[src/hw/ooo_types_pkg.sv]
package ooo_types_pkg;

    localparam int N_ARCH_REGS = 32;
    localparam int N_PHYS_REGS = 64;

    // architectural register index, x0 to x31
    typedef logic [$clog2(N_ARCH_REGS)-1:0] arch_reg_t;

    // physical register tag, p0 to p63
    typedef logic [$clog2(N_PHYS_REGS)-1:0] phys_reg_t;

    // one cache line, 8 instruction words
    typedef logic [255:0] line_t;

    // one memory beat
    typedef logic [63:0] beat_t;

endpackage

[src/hw/rv32i_types_pkg.sv]
package rv32i_types_pkg;

    // base opcodes of the nine RV32I instruction groups
    typedef enum logic [6:0] {
        op_lui   = 7'b0110111,
        op_auipc = 7'b0010111,
        op_jal   = 7'b1101111,
        op_jalr  = 7'b1100111,
        op_br    = 7'b1100011,
        op_load  = 7'b0000011,
        op_store = 7'b0100011,
        op_imm   = 7'b0010011,
        op_reg   = 7'b0110011
    } rv32i_opcode_t;

    // R layout, rd sits in bits 11:7
    typedef struct packed {
        logic [6:0]    funct7;
        logic [4:0]    rs2;
        logic [4:0]    rs1;
        logic [2:0]    funct3;
        logic [4:0]    rd;
        rv32i_opcode_t opcode;
    } r_type_t;

    // S and B layout, bits 11:7 hold low immediate bits
    typedef struct packed {
        logic [6:0]    imm_hi;
        logic [4:0]    rs2;
        logic [4:0]    rs1;
        logic [2:0]    funct3;
        logic [4:0]    imm_lo;
        rv32i_opcode_t opcode;
    } s_type_t;

    typedef union packed {
        r_type_t r;
        s_type_t s;
    } inst_u;

endpackage

[src/hw/ooo_ifs.sv]
`timescale 1ns/10ps

// line request from fetch and the filled line coming back
interface line_fill_if;
    import ooo_types_pkg::*;

    logic  [31:0] addr;    // line aligned
    logic         req;     // single cycle strobe
    line_t        line;
    logic         resp;    // single cycle, line valid

    modport fetch (output addr, output req, input line, input resp);
    modport adapter (input addr, input req, output line, output resp);
endinterface

// one retirement per cycle from the ROB
interface retire_if;
    import ooo_types_pkg::*;

    logic      valid;
    logic      we;
    arch_reg_t rd;
    phys_reg_t pd;
    phys_reg_t old_pd;    // goes back to the free list

    modport rob (output valid, output we, output rd, output pd, output old_pd);
    // rename only needs what recycles a register
    modport rename (input valid, input we, input old_pd);
endinterface

[src/hw/cacheline_adapter.sv]
`timescale 1ns/10ps

module cacheline_adapter (
    input  logic                 clk,
    input  logic                 rst,
    line_fill_if.adapter         fill,
    output logic [31:0]          bmem_addr_o,
    output logic                 bmem_read_o,
    input  ooo_types_pkg::beat_t bmem_rdata_i,
    input  logic                 bmem_rvalid_i
);
    import ooo_types_pkg::*;

    logic [1:0] beat_cnt;
    line_t      line_q;

    // the request strobe goes straight out as the read
    assign bmem_read_o = fill.req;
    assign bmem_addr_o = fill.addr;
    assign fill.line   = line_q;

    always_ff @(posedge clk) begin
        if (bmem_rvalid_i) begin
            // new beat enters at the top, beat 0 ends at the bottom
            line_q <= {bmem_rdata_i, line_q[$bits(line_t)-1:$bits(beat_t)]};
        end
    end

    always_ff @(posedge clk) begin
        if (rst) begin
            beat_cnt  <= 2'd0;
            fill.resp <= 1'b0;
        end else begin
            fill.resp <= bmem_rvalid_i && (beat_cnt == 2'd3);    // after fourth beat
            if (bmem_rvalid_i) begin
                beat_cnt <= beat_cnt + 2'd1;
            end
        end
    end

endmodule

[src/hw/cpu_frontend.sv]
`timescale 1ns/10ps

module cpu_frontend #(
    parameter logic [31:0] RESET_PC  = 32'h1eceb000,
    parameter int          IQ_DEPTH  = 16,
    parameter int          ROB_DEPTH = 16
) (
    input  logic                          clk,
    input  logic                          rst,

    output logic [31:0]                   bmem_addr_o,
    output logic                          bmem_read_o,
    input  ooo_types_pkg::beat_t          bmem_rdata_i,
    input  logic                          bmem_rvalid_i,

    output logic                          disp_valid_o,
    output ooo_types_pkg::arch_reg_t      disp_rd_o,
    output ooo_types_pkg::phys_reg_t      disp_pd_o,
    output ooo_types_pkg::phys_reg_t      disp_ps1_o,
    output ooo_types_pkg::phys_reg_t      disp_ps2_o,
    output logic                          disp_we_o,
    output logic [$clog2(ROB_DEPTH)-1:0]  disp_rob_idx_o,

    input  logic                          cmpl_valid_i,
    input  logic [$clog2(ROB_DEPTH)-1:0]  cmpl_rob_idx_i,

    output logic                          ret_valid_o,
    output logic                          ret_we_o,
    output ooo_types_pkg::arch_reg_t      ret_rd_o,
    output ooo_types_pkg::phys_reg_t      ret_pd_o,
    output ooo_types_pkg::phys_reg_t      ret_old_pd_o
);
    import ooo_types_pkg::*;

    logic        iq_enq, iq_full, iq_empty, iq_deq;
    logic [31:0] iq_wdata, iq_rdata;
    logic        rob_full;
    logic [$clog2(ROB_DEPTH)-1:0] rob_idx;
    logic        alloc, alloc_we;
    arch_reg_t   alloc_rd;
    phys_reg_t   alloc_pd, alloc_old_pd;

    line_fill_if fill_if ();
    retire_if    ret_if ();

    fetch #(.RESET_PC(RESET_PC)) fetch_i (
        .clk(clk), .rst(rst), .fill(fill_if.fetch),
        .iq_full_i(iq_full), .iq_enq_o(iq_enq), .iq_word_o(iq_wdata)
    );

    cacheline_adapter adapter_i (
        .clk(clk), .rst(rst), .fill(fill_if.adapter),
        .bmem_addr_o(bmem_addr_o), .bmem_read_o(bmem_read_o),
        .bmem_rdata_i(bmem_rdata_i), .bmem_rvalid_i(bmem_rvalid_i)
    );

    inst_queue #(.DEPTH(IQ_DEPTH), .WIDTH(32)) iq_i (
        .clk(clk), .rst(rst), .enq_i(iq_enq), .wdata_i(iq_wdata), .full_o(iq_full),
        .deq_i(iq_deq), .rdata_o(iq_rdata), .empty_o(iq_empty)
    );

    rename #(.ROB_DEPTH(ROB_DEPTH)) rename_i (
        .clk(clk), .rst(rst), .inst_i(iq_rdata), .iq_empty_i(iq_empty), .iq_deq_o(iq_deq),
        .rob_full_i(rob_full), .rob_idx_i(rob_idx),
        .alloc_o(alloc), .alloc_rd_o(alloc_rd), .alloc_pd_o(alloc_pd),
        .alloc_old_pd_o(alloc_old_pd), .alloc_we_o(alloc_we),
        .disp_ps1_o(disp_ps1_o), .disp_ps2_o(disp_ps2_o),
        .disp_rob_idx_o(disp_rob_idx_o), .ret(ret_if.rename)
    );

    rob #(.ROB_DEPTH(ROB_DEPTH)) rob_i (
        .clk(clk), .rst(rst), .alloc_i(alloc), .alloc_rd_i(alloc_rd), .alloc_pd_i(alloc_pd),
        .alloc_old_pd_i(alloc_old_pd), .alloc_we_i(alloc_we),
        .full_o(rob_full), .idx_o(rob_idx),
        .cmpl_valid_i(cmpl_valid_i), .cmpl_idx_i(cmpl_rob_idx_i), .ret(ret_if.rob)
    );

    // dispatch port mirrors the allocation into the rob
    assign disp_valid_o = alloc;
    assign disp_rd_o    = alloc_rd;
    assign disp_pd_o    = alloc_pd;
    assign disp_we_o    = alloc_we;

    assign ret_valid_o  = ret_if.valid;
    assign ret_we_o     = ret_if.we;
    assign ret_rd_o     = ret_if.rd;
    assign ret_pd_o     = ret_if.pd;
    assign ret_old_pd_o = ret_if.old_pd;

endmodule

[src/hw/fetch.sv]
`timescale 1ns/10ps

module fetch #(
    parameter logic [31:0] RESET_PC = 32'h1eceb000
) (
    input  logic              clk,
    input  logic              rst,
    line_fill_if.fetch        fill,
    input  logic              iq_full_i,
    output logic              iq_enq_o,
    output logic [31:0]       iq_word_o
);
    import ooo_types_pkg::*;

    logic [31:0] pc;
    line_t       line_buf;
    logic [26:0] line_tag;    // pc bits 31:5 of the buffered line
    logic        line_valid;
    logic        waiting;     // request out, no resp yet
    logic        hit;

    assign hit       = line_valid && (line_tag == pc[31:5]);
    assign iq_enq_o  = hit && !iq_full_i;
    assign iq_word_o = line_buf[32*pc[4:2] +: 32];    // word at pc within the line

    always_ff @(posedge clk) begin
        if (rst) begin
            pc         <= RESET_PC;
            line_valid <= 1'b0;
            waiting    <= 1'b0;
            fill.req   <= 1'b0;
        end else begin
            fill.req <= 1'b0;

            if (iq_enq_o) begin
                pc <= pc + 32'd4;
                // last word of the line, drop it
                if (pc[4:2] == 3'b111) begin
                    line_valid <= 1'b0;
                end
            end

            // miss with nothing pending, ask once
            if (!hit && !waiting) begin
                fill.req  <= 1'b1;
                fill.addr <= {pc[31:5], 5'b0};
                waiting   <= 1'b1;
            end

            if (fill.resp) begin
                line_buf   <= fill.line;
                line_tag   <= fill.addr[31:5];
                line_valid <= 1'b1;
                waiting    <= 1'b0;
            end
        end
    end

endmodule

[src/hw/inst_queue.sv]
`timescale 1ns/10ps

module inst_queue #(
    parameter int DEPTH = 16,
    parameter int WIDTH = 32
) (
    input  logic             clk,
    input  logic             rst,
    input  logic             enq_i,
    input  logic [WIDTH-1:0] wdata_i,
    output logic             full_o,
    input  logic             deq_i,
    output logic [WIDTH-1:0] rdata_o,
    output logic             empty_o
);

    localparam int PTR_W = $clog2(DEPTH);

    logic [WIDTH-1:0] mem [DEPTH];
    logic [PTR_W:0]   wptr;    // top bit is the wrap bit
    logic [PTR_W:0]   rptr;
    logic             do_wr;
    logic             do_rd;

    assign empty_o = (wptr == rptr);
    assign full_o  = (wptr[PTR_W] != rptr[PTR_W]) &&
                     (wptr[PTR_W-1:0] == rptr[PTR_W-1:0]);

    assign do_wr   = enq_i && !full_o;
    assign do_rd   = deq_i && !empty_o;
    assign rdata_o = mem[rptr[PTR_W-1:0]];    // head word

    always_ff @(posedge clk) begin
        if (do_wr) begin
            mem[wptr[PTR_W-1:0]] <= wdata_i;
        end
    end

    always_ff @(posedge clk) begin
        if (rst) begin
            wptr <= '0;
            rptr <= '0;
        end else begin
            if (do_wr) begin
                wptr <= wptr + 1'b1;
            end
            if (do_rd) begin
                rptr <= rptr + 1'b1;
            end
        end
    end

endmodule

[src/hw/rename.sv]
`timescale 1ns/10ps

module rename #(
    parameter int ROB_DEPTH = 16
) (
    input  logic                          clk,
    input  logic                          rst,
    input  rv32i_types_pkg::inst_u        inst_i,
    input  logic                          iq_empty_i,
    output logic                          iq_deq_o,
    input  logic                          rob_full_i,
    input  logic [$clog2(ROB_DEPTH)-1:0]  rob_idx_i,
    output logic                          alloc_o,
    output ooo_types_pkg::arch_reg_t      alloc_rd_o,
    output ooo_types_pkg::phys_reg_t      alloc_pd_o,
    output ooo_types_pkg::phys_reg_t      alloc_old_pd_o,
    output logic                          alloc_we_o,
    output ooo_types_pkg::phys_reg_t      disp_ps1_o,
    output ooo_types_pkg::phys_reg_t      disp_ps2_o,
    output logic [$clog2(ROB_DEPTH)-1:0]  disp_rob_idx_o,
    retire_if.rename                      ret
);
    import rv32i_types_pkg::*;
    import ooo_types_pkg::*;

    localparam int FL_DEPTH = N_PHYS_REGS - N_ARCH_REGS;
    localparam int FL_W     = $clog2(FL_DEPTH);

    phys_reg_t       rat [N_ARCH_REGS];
    phys_reg_t       fl_mem [FL_DEPTH];
    logic [FL_W-1:0] fl_head;
    logic [FL_W-1:0] fl_tail;
    logic [FL_W:0]   fl_count;
    logic            fl_push;
    logic            fl_pop;
    logic            is_sb;
    logic            writes;
    logic            dispatch;
    arch_reg_t       rd;

    // store and branch carry immediate bits where rd would be
    assign is_sb = inst_i.s.opcode inside {op_br, op_store};
    assign rd    = is_sb ? '0 : inst_i.r.rd;

    always_comb begin
        case (inst_i.r.opcode)
            op_lui, op_auipc, op_jal, op_jalr: writes = 1'b1;
            op_load, op_imm, op_reg:           writes = 1'b1;
            op_br, op_store:                   writes = 1'b0;
            default:                           writes = 1'b0;
        endcase
    end

    assign alloc_we_o = writes && (rd != '0);    // x0 never renamed

    // stall on rob full, or no free register when one is needed
    assign dispatch = !iq_empty_i && !rob_full_i && (!alloc_we_o || fl_count != '0);
    assign iq_deq_o = dispatch;
    assign alloc_o  = dispatch;

    assign alloc_rd_o     = rd;
    assign alloc_pd_o     = alloc_we_o ? fl_mem[fl_head] : '0;
    assign alloc_old_pd_o = rat[rd];
    assign disp_ps1_o     = rat[inst_i.r.rs1];    // mapping before own update
    assign disp_ps2_o     = rat[inst_i.r.rs2];
    assign disp_rob_idx_o = rob_idx_i;

    assign fl_pop  = dispatch && alloc_we_o;
    assign fl_push = ret.valid && ret.we;

    always_ff @(posedge clk) begin
        if (rst) begin
            for (int i = 0; i < N_ARCH_REGS; i++) begin
                rat[i] <= phys_reg_t'(i);    // identity map
            end
            for (int i = 0; i < FL_DEPTH; i++) begin
                fl_mem[i] <= phys_reg_t'(N_ARCH_REGS + i);
            end
            fl_head  <= '0;
            fl_tail  <= '0;
            fl_count <= (FL_W+1)'(FL_DEPTH);
        end else begin
            if (fl_pop) begin
                rat[rd] <= fl_mem[fl_head];
                fl_head <= fl_head + 1'b1;
            end
            if (fl_push) begin
                fl_mem[fl_tail] <= ret.old_pd;    // freed at retirement
                fl_tail         <= fl_tail + 1'b1;
            end
            case ({fl_push, fl_pop})
                2'b10:   fl_count <= fl_count + 1'b1;
                2'b01:   fl_count <= fl_count - 1'b1;
                default: fl_count <= fl_count;
            endcase
        end
    end

endmodule

[src/hw/rob.sv]
`timescale 1ns/10ps

module rob #(
    parameter int ROB_DEPTH = 16
) (
    input  logic                          clk,
    input  logic                          rst,
    input  logic                          alloc_i,
    input  ooo_types_pkg::arch_reg_t      alloc_rd_i,
    input  ooo_types_pkg::phys_reg_t      alloc_pd_i,
    input  ooo_types_pkg::phys_reg_t      alloc_old_pd_i,
    input  logic                          alloc_we_i,
    output logic                          full_o,
    output logic [$clog2(ROB_DEPTH)-1:0]  idx_o,
    input  logic                          cmpl_valid_i,
    input  logic [$clog2(ROB_DEPTH)-1:0]  cmpl_idx_i,
    retire_if.rob                         ret
);
    import ooo_types_pkg::*;

    localparam int IDX_W = $clog2(ROB_DEPTH);

    arch_reg_t  ent_rd [ROB_DEPTH];
    phys_reg_t  ent_pd [ROB_DEPTH];
    phys_reg_t  ent_old_pd [ROB_DEPTH];
    logic       ent_we [ROB_DEPTH];
    logic       ent_done [ROB_DEPTH];
    logic [IDX_W:0] head;
    logic [IDX_W:0] tail;
    logic [IDX_W-1:0] hidx;
    logic       retire;

    assign full_o = (head[IDX_W] != tail[IDX_W]) && (head[IDX_W-1:0] == tail[IDX_W-1:0]);
    assign idx_o  = tail[IDX_W-1:0];
    assign hidx   = head[IDX_W-1:0];
    assign retire = (head != tail) && ent_done[hidx];    // oldest entry finished

    always_ff @(posedge clk) begin
        if (alloc_i) begin
            ent_rd[idx_o]     <= alloc_rd_i;
            ent_pd[idx_o]     <= alloc_pd_i;
            ent_old_pd[idx_o] <= alloc_old_pd_i;
            ent_we[idx_o]     <= alloc_we_i;
            ent_done[idx_o]   <= 1'b0;
        end
        if (cmpl_valid_i) begin
            ent_done[cmpl_idx_i] <= 1'b1;
        end
        ret.we     <= ent_we[hidx];
        ret.rd     <= ent_rd[hidx];
        ret.pd     <= ent_pd[hidx];
        ret.old_pd <= ent_old_pd[hidx];
    end

    always_ff @(posedge clk) begin
        if (rst) begin
            head      <= '0;
            tail      <= '0;
            ret.valid <= 1'b0;
        end else begin
            ret.valid <= retire;
            if (alloc_i) begin
                tail <= tail + 1'b1;
            end
            if (retire) begin
                head <= head + 1'b1;
            end
        end
    end

endmodule

[config.mk]
export PLATFORM = sky130hd
export DESIGN_NAME = cpu_frontend
export DESIGN_NICKNAME = d
export VERILOG_FILES = /design/src/hw/ooo_types_pkg.sv /design/src/hw/rv32i_types_pkg.sv /design/src/hw/ooo_ifs.sv /design/src/hw/cacheline_adapter.sv /design/src/hw/cpu_frontend.sv /design/src/hw/fetch.sv /design/src/hw/inst_queue.sv /design/src/hw/rename.sv /design/src/hw/rob.sv
export SDC_FILE = /design/constraint.sdc
export NUM_CORES = 2
export LEC_CHECK = 0
export BUFFER_PORTS_ARGS = -buffer_cell sky130_fd_sc_hd__buf_2
export CELL_PAD_IN_SITES_DETAIL_PLACEMENT = 1
export CELL_PAD_IN_SITES_GLOBAL_PLACEMENT = 1
export CORE_ASPECT_RATIO = 1.5
export CORE_MARGIN = 1
export CORE_UTILIZATION = 40
export DETAILED_ROUTE_END_ITERATION = 8
export GPL_TIMING_DRIVEN = 0
export PLACE_DENSITY_LB_ADDON = 0.1
export RECOVER_POWER = 100
export SETUP_SLACK_MARGIN = 0.4
export SYNTH_ARGS = -nofsm -noshare
export SYNTH_HDL_FRONTEND = slang
export SYNTH_SLANG_ARGS = --single-unit
[constraint.sdc]
create_clock -name clk -period 12.4 [get_ports clk]
set_clock_uncertainty 0.15 [all_clocks]
set_input_delay 1.86 -clock clk [delete_from_list [all_inputs] [get_ports clk]]
set_output_delay 1.86 -clock clk [all_outputs]
set_load 0.01 [all_outputs]
==> results.toml <==
[status]
status = "finished, violations left"
violations = "max-capacitance violations, max-slew violations"

[floorplanning]
rows = 179
fp.dieW_um = 330
standard_cell_core_area_sq_um = 159000
height_of_the_die_um = 493
io_pins = 153
dieArea_sq_um = 163000
floorplan.initialDensity_pct = 40.4

[sta]
slew_violations = 551
timing.final.crit_period_ns = 10.32
setup_viol_count_final = 0
final_hold_viol_count = 0
hold_slack_final_ns = 0.261
tightest_slew_ns = 5.37
achievable-frequency_mhz = 96.9
grt_setup_unrepaired = "false"
slew_headroom_pct = -258
layout_worst_path_cycle_share_pct = 83.3
tns_setup_ns = 0

[global_routing]
grt_antenna_before_repair = 12
wire_length_of_the_first_global_routing_pass_um = 299000
grt_use_met2_pct = 46.7
met3_usage_pct = 3.64
grt.total_usage_pct = 26.5
globalRouteMet1Util_pct = 31.5
vias_in_the_first_global_route = 38900
grt.overflow.total = 0
global_route.peak_usage_layer = "met2"
grt_start_max_net_pins = 103

[clock_tree]
post_cts_hold_buffer_count = 0
clock_latency_ns = 0.82
cts_inserted_buffers = 152
post_cts_resize_count = 0
clk_path_buf_depth = 3
clkSinkCount = 1550
clockRootBuffer = "sky130_fd_sc_hd__clkbuf_16"
tritoncts = "done"
ctsHtreeMaxLevel = 4
clk_pin_slew_worst_paths_ns = 0.06
post-cts-setup-buffer-count = 0

[cells_and_area]
ff_latch_area_sq_um = 45300
net_count_of_the_finished_layout = 4320
post-route-cell-area_sq_um = 72700
final_util_pct = 45.7
area_delta_synth_final_pct = 13.0
area_taken_by_multi_input_logic_gates_sq_um = 17600
filler_cell_count = 15400
share_of_layout_cells_above_drive_strength_1_pct = 15.3

[power]
pwr-share-comb_pct = 15.5
total_leakage_power_nw = 22.1
cellPowerDensity_nw_per_um2 = 174
vdd.ir_drop.worst_mv = 0.122
cellInternalPower_mw = 9.14
clkPwrFrac_pct = 37.0
switching_share_pct = 27.6
power.share.sequential_pct = 47.5
switching_power_mw = 3.49
design_power_total_mw = 12.6

[detailed_routing]
dr.first_iter.drc_count = 3154
avgRoutedWirePerCell_um = 33.4
routed-via-count = 37200
postRouteWirelength_um = 215000
ant_nets = 0
remaining_drc_errors = 0
avgViaCountPerCell = 5.76
detailedRoute.firstPassIterationCount = 6

[run]
drv.max_cap_violation_count = 24

[logic_synthesis]
yosysWarningCount = 0
synth.most_common_cell = "sky130_fd_sc_hd__edfxtp_1"
synth_seq_area_share_pct = 70.4
synth-edff-count = 1430
ys_types = 73
postSynth.topFlopCell = "sky130_fd_sc_hd__edfxtp_1"
synth.ff_latch_count = 1550
synth.cells.most_frequent = "1,430 x sky130_fd_sc_hd__edfxtp_1, 290 x sky130_fd_sc_hd__mux4_2, 220 x sky130_fd_sc_hd__nand2_1"
synthArstFlopShare_pct = 0
synth_area_leaders = "sky130_fd_sc_hd__edfxtp_1 67%, sky130_fd_sc_hd__mux4_2 10%, sky130_fd_sc_hd__dfxtp_1 3.7%, sky130_fd_sc_hd__mux2i_1 2.8%, sky130_fd_sc_hd__nand2_1 1.3%"
mappedNetlistArea_sq_um = 64400
postSynthAreaPerCell_sq_um = 16.5
post-synth-top-area-fraction_pct = 66.7
postSynthCellCount = 3894
synth.largest_area_cell = "sky130_fd_sc_hd__edfxtp_1"

[placed_design]
place.port_buffers = 125
post_dp_hpwl_um = 152000
placed_cell_area_sq_um = 68600
gp_congestion = 0.984

[critical_path]
crit_path_launch_type = "flip-flop"
worstReg2RegEnd = "rename_i.rat[9][2]$_SDFFCE_PN0P_"
crit_type = "flip-flop to primary output"
timing.critical_path.cells = "clkbuf_1 -> clkbuf_1 -> clkbuf_1 -> clkbuf_1 -> mux4_2 -> clkbuf_1 -> clkbuf_1 -> clkbuf_1 -> a211oi_1 -> a21oi_1 -> o22ai_1 -> nor4_1 -> buf_2"
cp_common_cell = "sky130_fd_sc_hd__clkbuf_1"
end_kind = "primary output"
timing.reg2reg.worst_path_depth = 11
worst_r2r_setup_slack_ns = 3.64
cp_data_required_time_ns = 10.39
cp_slowest_stage_delay_ns = 1.01
worstPathArrival_ns = 8.31
crit_slowest_cell = "sky130_fd_sc_hd__clkbuf_1"
crit_fanout = 10

[worst_hold_path]
worstHoldPathCells = 0
worst_min_delay_path_startpoint = "adapter_i.fill.line[52]$_DFFE_PP_"
hp-class = "flip-flop to flip-flop"
worstHoldEndpoint = "fetch_i.line_buf[52]$_DFFE_PP_"
==> power groups by stage <==
| stage | clock network, mW | registers (mW) | logic, mW |
|---|---|---|---|
| 3_5_place_dp | 0 | 6.11 | 1.98 |
| 3_3_place_gp | 0 | 6.10 | 1.95 |
| 6_report | 4.67 | 6.00 | 1.96 |
| 4_1_cts | 4.78 | 5.99 | 1.99 |
| 2_1_floorplan | 0 | 6.07 | 1.10 |
| 5_1_grt | 4.92 | 6.01 | 2.03 |
==> area by class of cell <==
| cell class | count | share of cell area, % |
|---|---|---|
| antenna | 13 | 0.0447 |
| timing repair buffer | 169 | 1.09 |
| sequential | 1550 | 62.3 |
| tap | 2081 | 3.58 |
| clock buffer | 210 | 5.81 |
| clock inverter | 72 | 1.04 |
| buffer | 270 | 1.62 |
| inverter | 44 | 0.227 |
| multi-input combinational | 2040 | 24.2 |
==> worst max-delay path: cells and delay by family, from the launching register on <==
kind | cells | cell delay (ns)
buffers and inverters | 8 | 5.20
AO/OA/AOI/OAI | 3 | 0.94
AND/OR/NAND/NOR | 1 | 0.56
multiplexers | 1 | 0.47
flip-flops | 1 | 0.30
==> placed cells by master (no fill, tap or decap), types with 15 or more instances in the layout <==
master                         n
sky130_fd_sc_hd__clkbuf_16   157
sky130_fd_sc_hd__mux4_2      290
sky130_fd_sc_hd__nor2_1      207
sky130_fd_sc_hd__edfxtp_1   1430
sky130_fd_sc_hd__o2bb2ai_1    43
sky130_fd_sc_hd__clkbuf_1    338
sky130_fd_sc_hd__o21ai_0      85
sky130_fd_sc_hd__o22ai_1      50
sky130_fd_sc_hd__buf_2       104
sky130_fd_sc_hd__or2_2        15
sky130_fd_sc_hd__xnor2_1      46
sky130_fd_sc_hd__a21oi_1     122
sky130_fd_sc_hd__nand2b_1     36
sky130_fd_sc_hd__or3_1        69
sky130_fd_sc_hd__nand2_1     220
sky130_fd_sc_hd__nand4_1      29
sky130_fd_sc_hd__xor2_1       36
sky130_fd_sc_hd__a22oi_1      21
sky130_fd_sc_hd__nand3_1      68
sky130_fd_sc_hd__and2_0       26
sky130_fd_sc_hd__nor2b_1     112
sky130_fd_sc_hd__mux2i_1     174
sky130_fd_sc_hd__dfxtp_1     120
sky130_fd_sc_hd__inv_1        42
sky130_fd_sc_hd__clkinv_2     19
sky130_fd_sc_hd__and2_1       25
sky130_fd_sc_hd__buf_1        15
sky130_fd_sc_hd__mux2_1       23
sky130_fd_sc_hd__nor4_1       15
sky130_fd_sc_hd__a211oi_1    105
sky130_fd_sc_hd__clkinv_1     29
sky130_fd_sc_hd__ha_1         21
sky130_fd_sc_hd__nor3_1       88
==> metal layers <==
layer | vias up | wire, um
li1 | 16000 | -
met1 | 19500 | 81800
met2 | 1209 | 111000
met3 | 473 | 9800
met4 | 6 | 12500
met5 | - | 37
==> worst max path at each step <==
| stage | startpoint | to | slack [ns] | cells after the start |
|---|---|---|---|---|
| finish | flip-flop | disp_ps1_o[0] | 2.08 | 13 |
| global route | flip-flop | disp_ps1_o[0] | 2.02 | 13 |
| CTS | flip-flop | disp_ps2_o[0] | 3.54 | 12 |
| detailed placement | flip-flop | disp_ps2_o[0] | 4.41 | 12 |
| global placement | rst | fetch_i.line_buf[210]$_DFFE_PP_ | -4.98 | 3 |
| floorplan | rst | fetch_i.line_buf[0]$_DFFE_PP_ | 0.54 | 2 |
==> metrics by stage <==
step           setup slack, ns  instances
2_1_floorplan            0.543       3904
3_3_place_gp             -4.98       6110
3_5_place_dp              4.41       6153
4_1_cts                   3.54       6435
5_1_grt                   2.02       6437
6_report                  2.08       6449
==> registers in the layout, summed over array words and instances (netlist names), 6 cells and up, named ones only <==
signal               count
adapter_i.fill.line    176
fetch_i.fill.addr       27
fetch_i.line_buf       176
fetch_i.line_tag        27
fetch_i.pc              30
iq_i.mem               352
rename_i.fl_count        6
rename_i.fl_mem        192
rename_i.rat           192
rob_i.ent_done          16
rob_i.ent_old_pd        96
rob_i.ent_pd            96
rob_i.ent_rd            80
rob_i.ent_we            16
rob_i.ret.old_pd         6
rob_i.ret.pd             6
==> cells by family (layout without fill, tap and decap cells) <==
| group | Yosys count | in the layout | share of synthesized area (%) |
|---|---|---|---|
| DFF | 1550 | 1550 | 70.4 |
| and+or+nand+nor | 945 | 945 | 7.40 |
| muxes | 499 | 499 | 13.5 |
| AOI/OAI and AO/OA | 482 | 482 | 4.96 |
| buffers and inverters | 314 | 765 | 2.20 |
| xor gates and xnor gates | 82 | 82 | 1.12 |
| adders and majority gates | 21 | 21 | 0.408 |
| other | 1 | 24 | 0.00583 |
No activity file was read; power rests on OpenSTA's default activity.
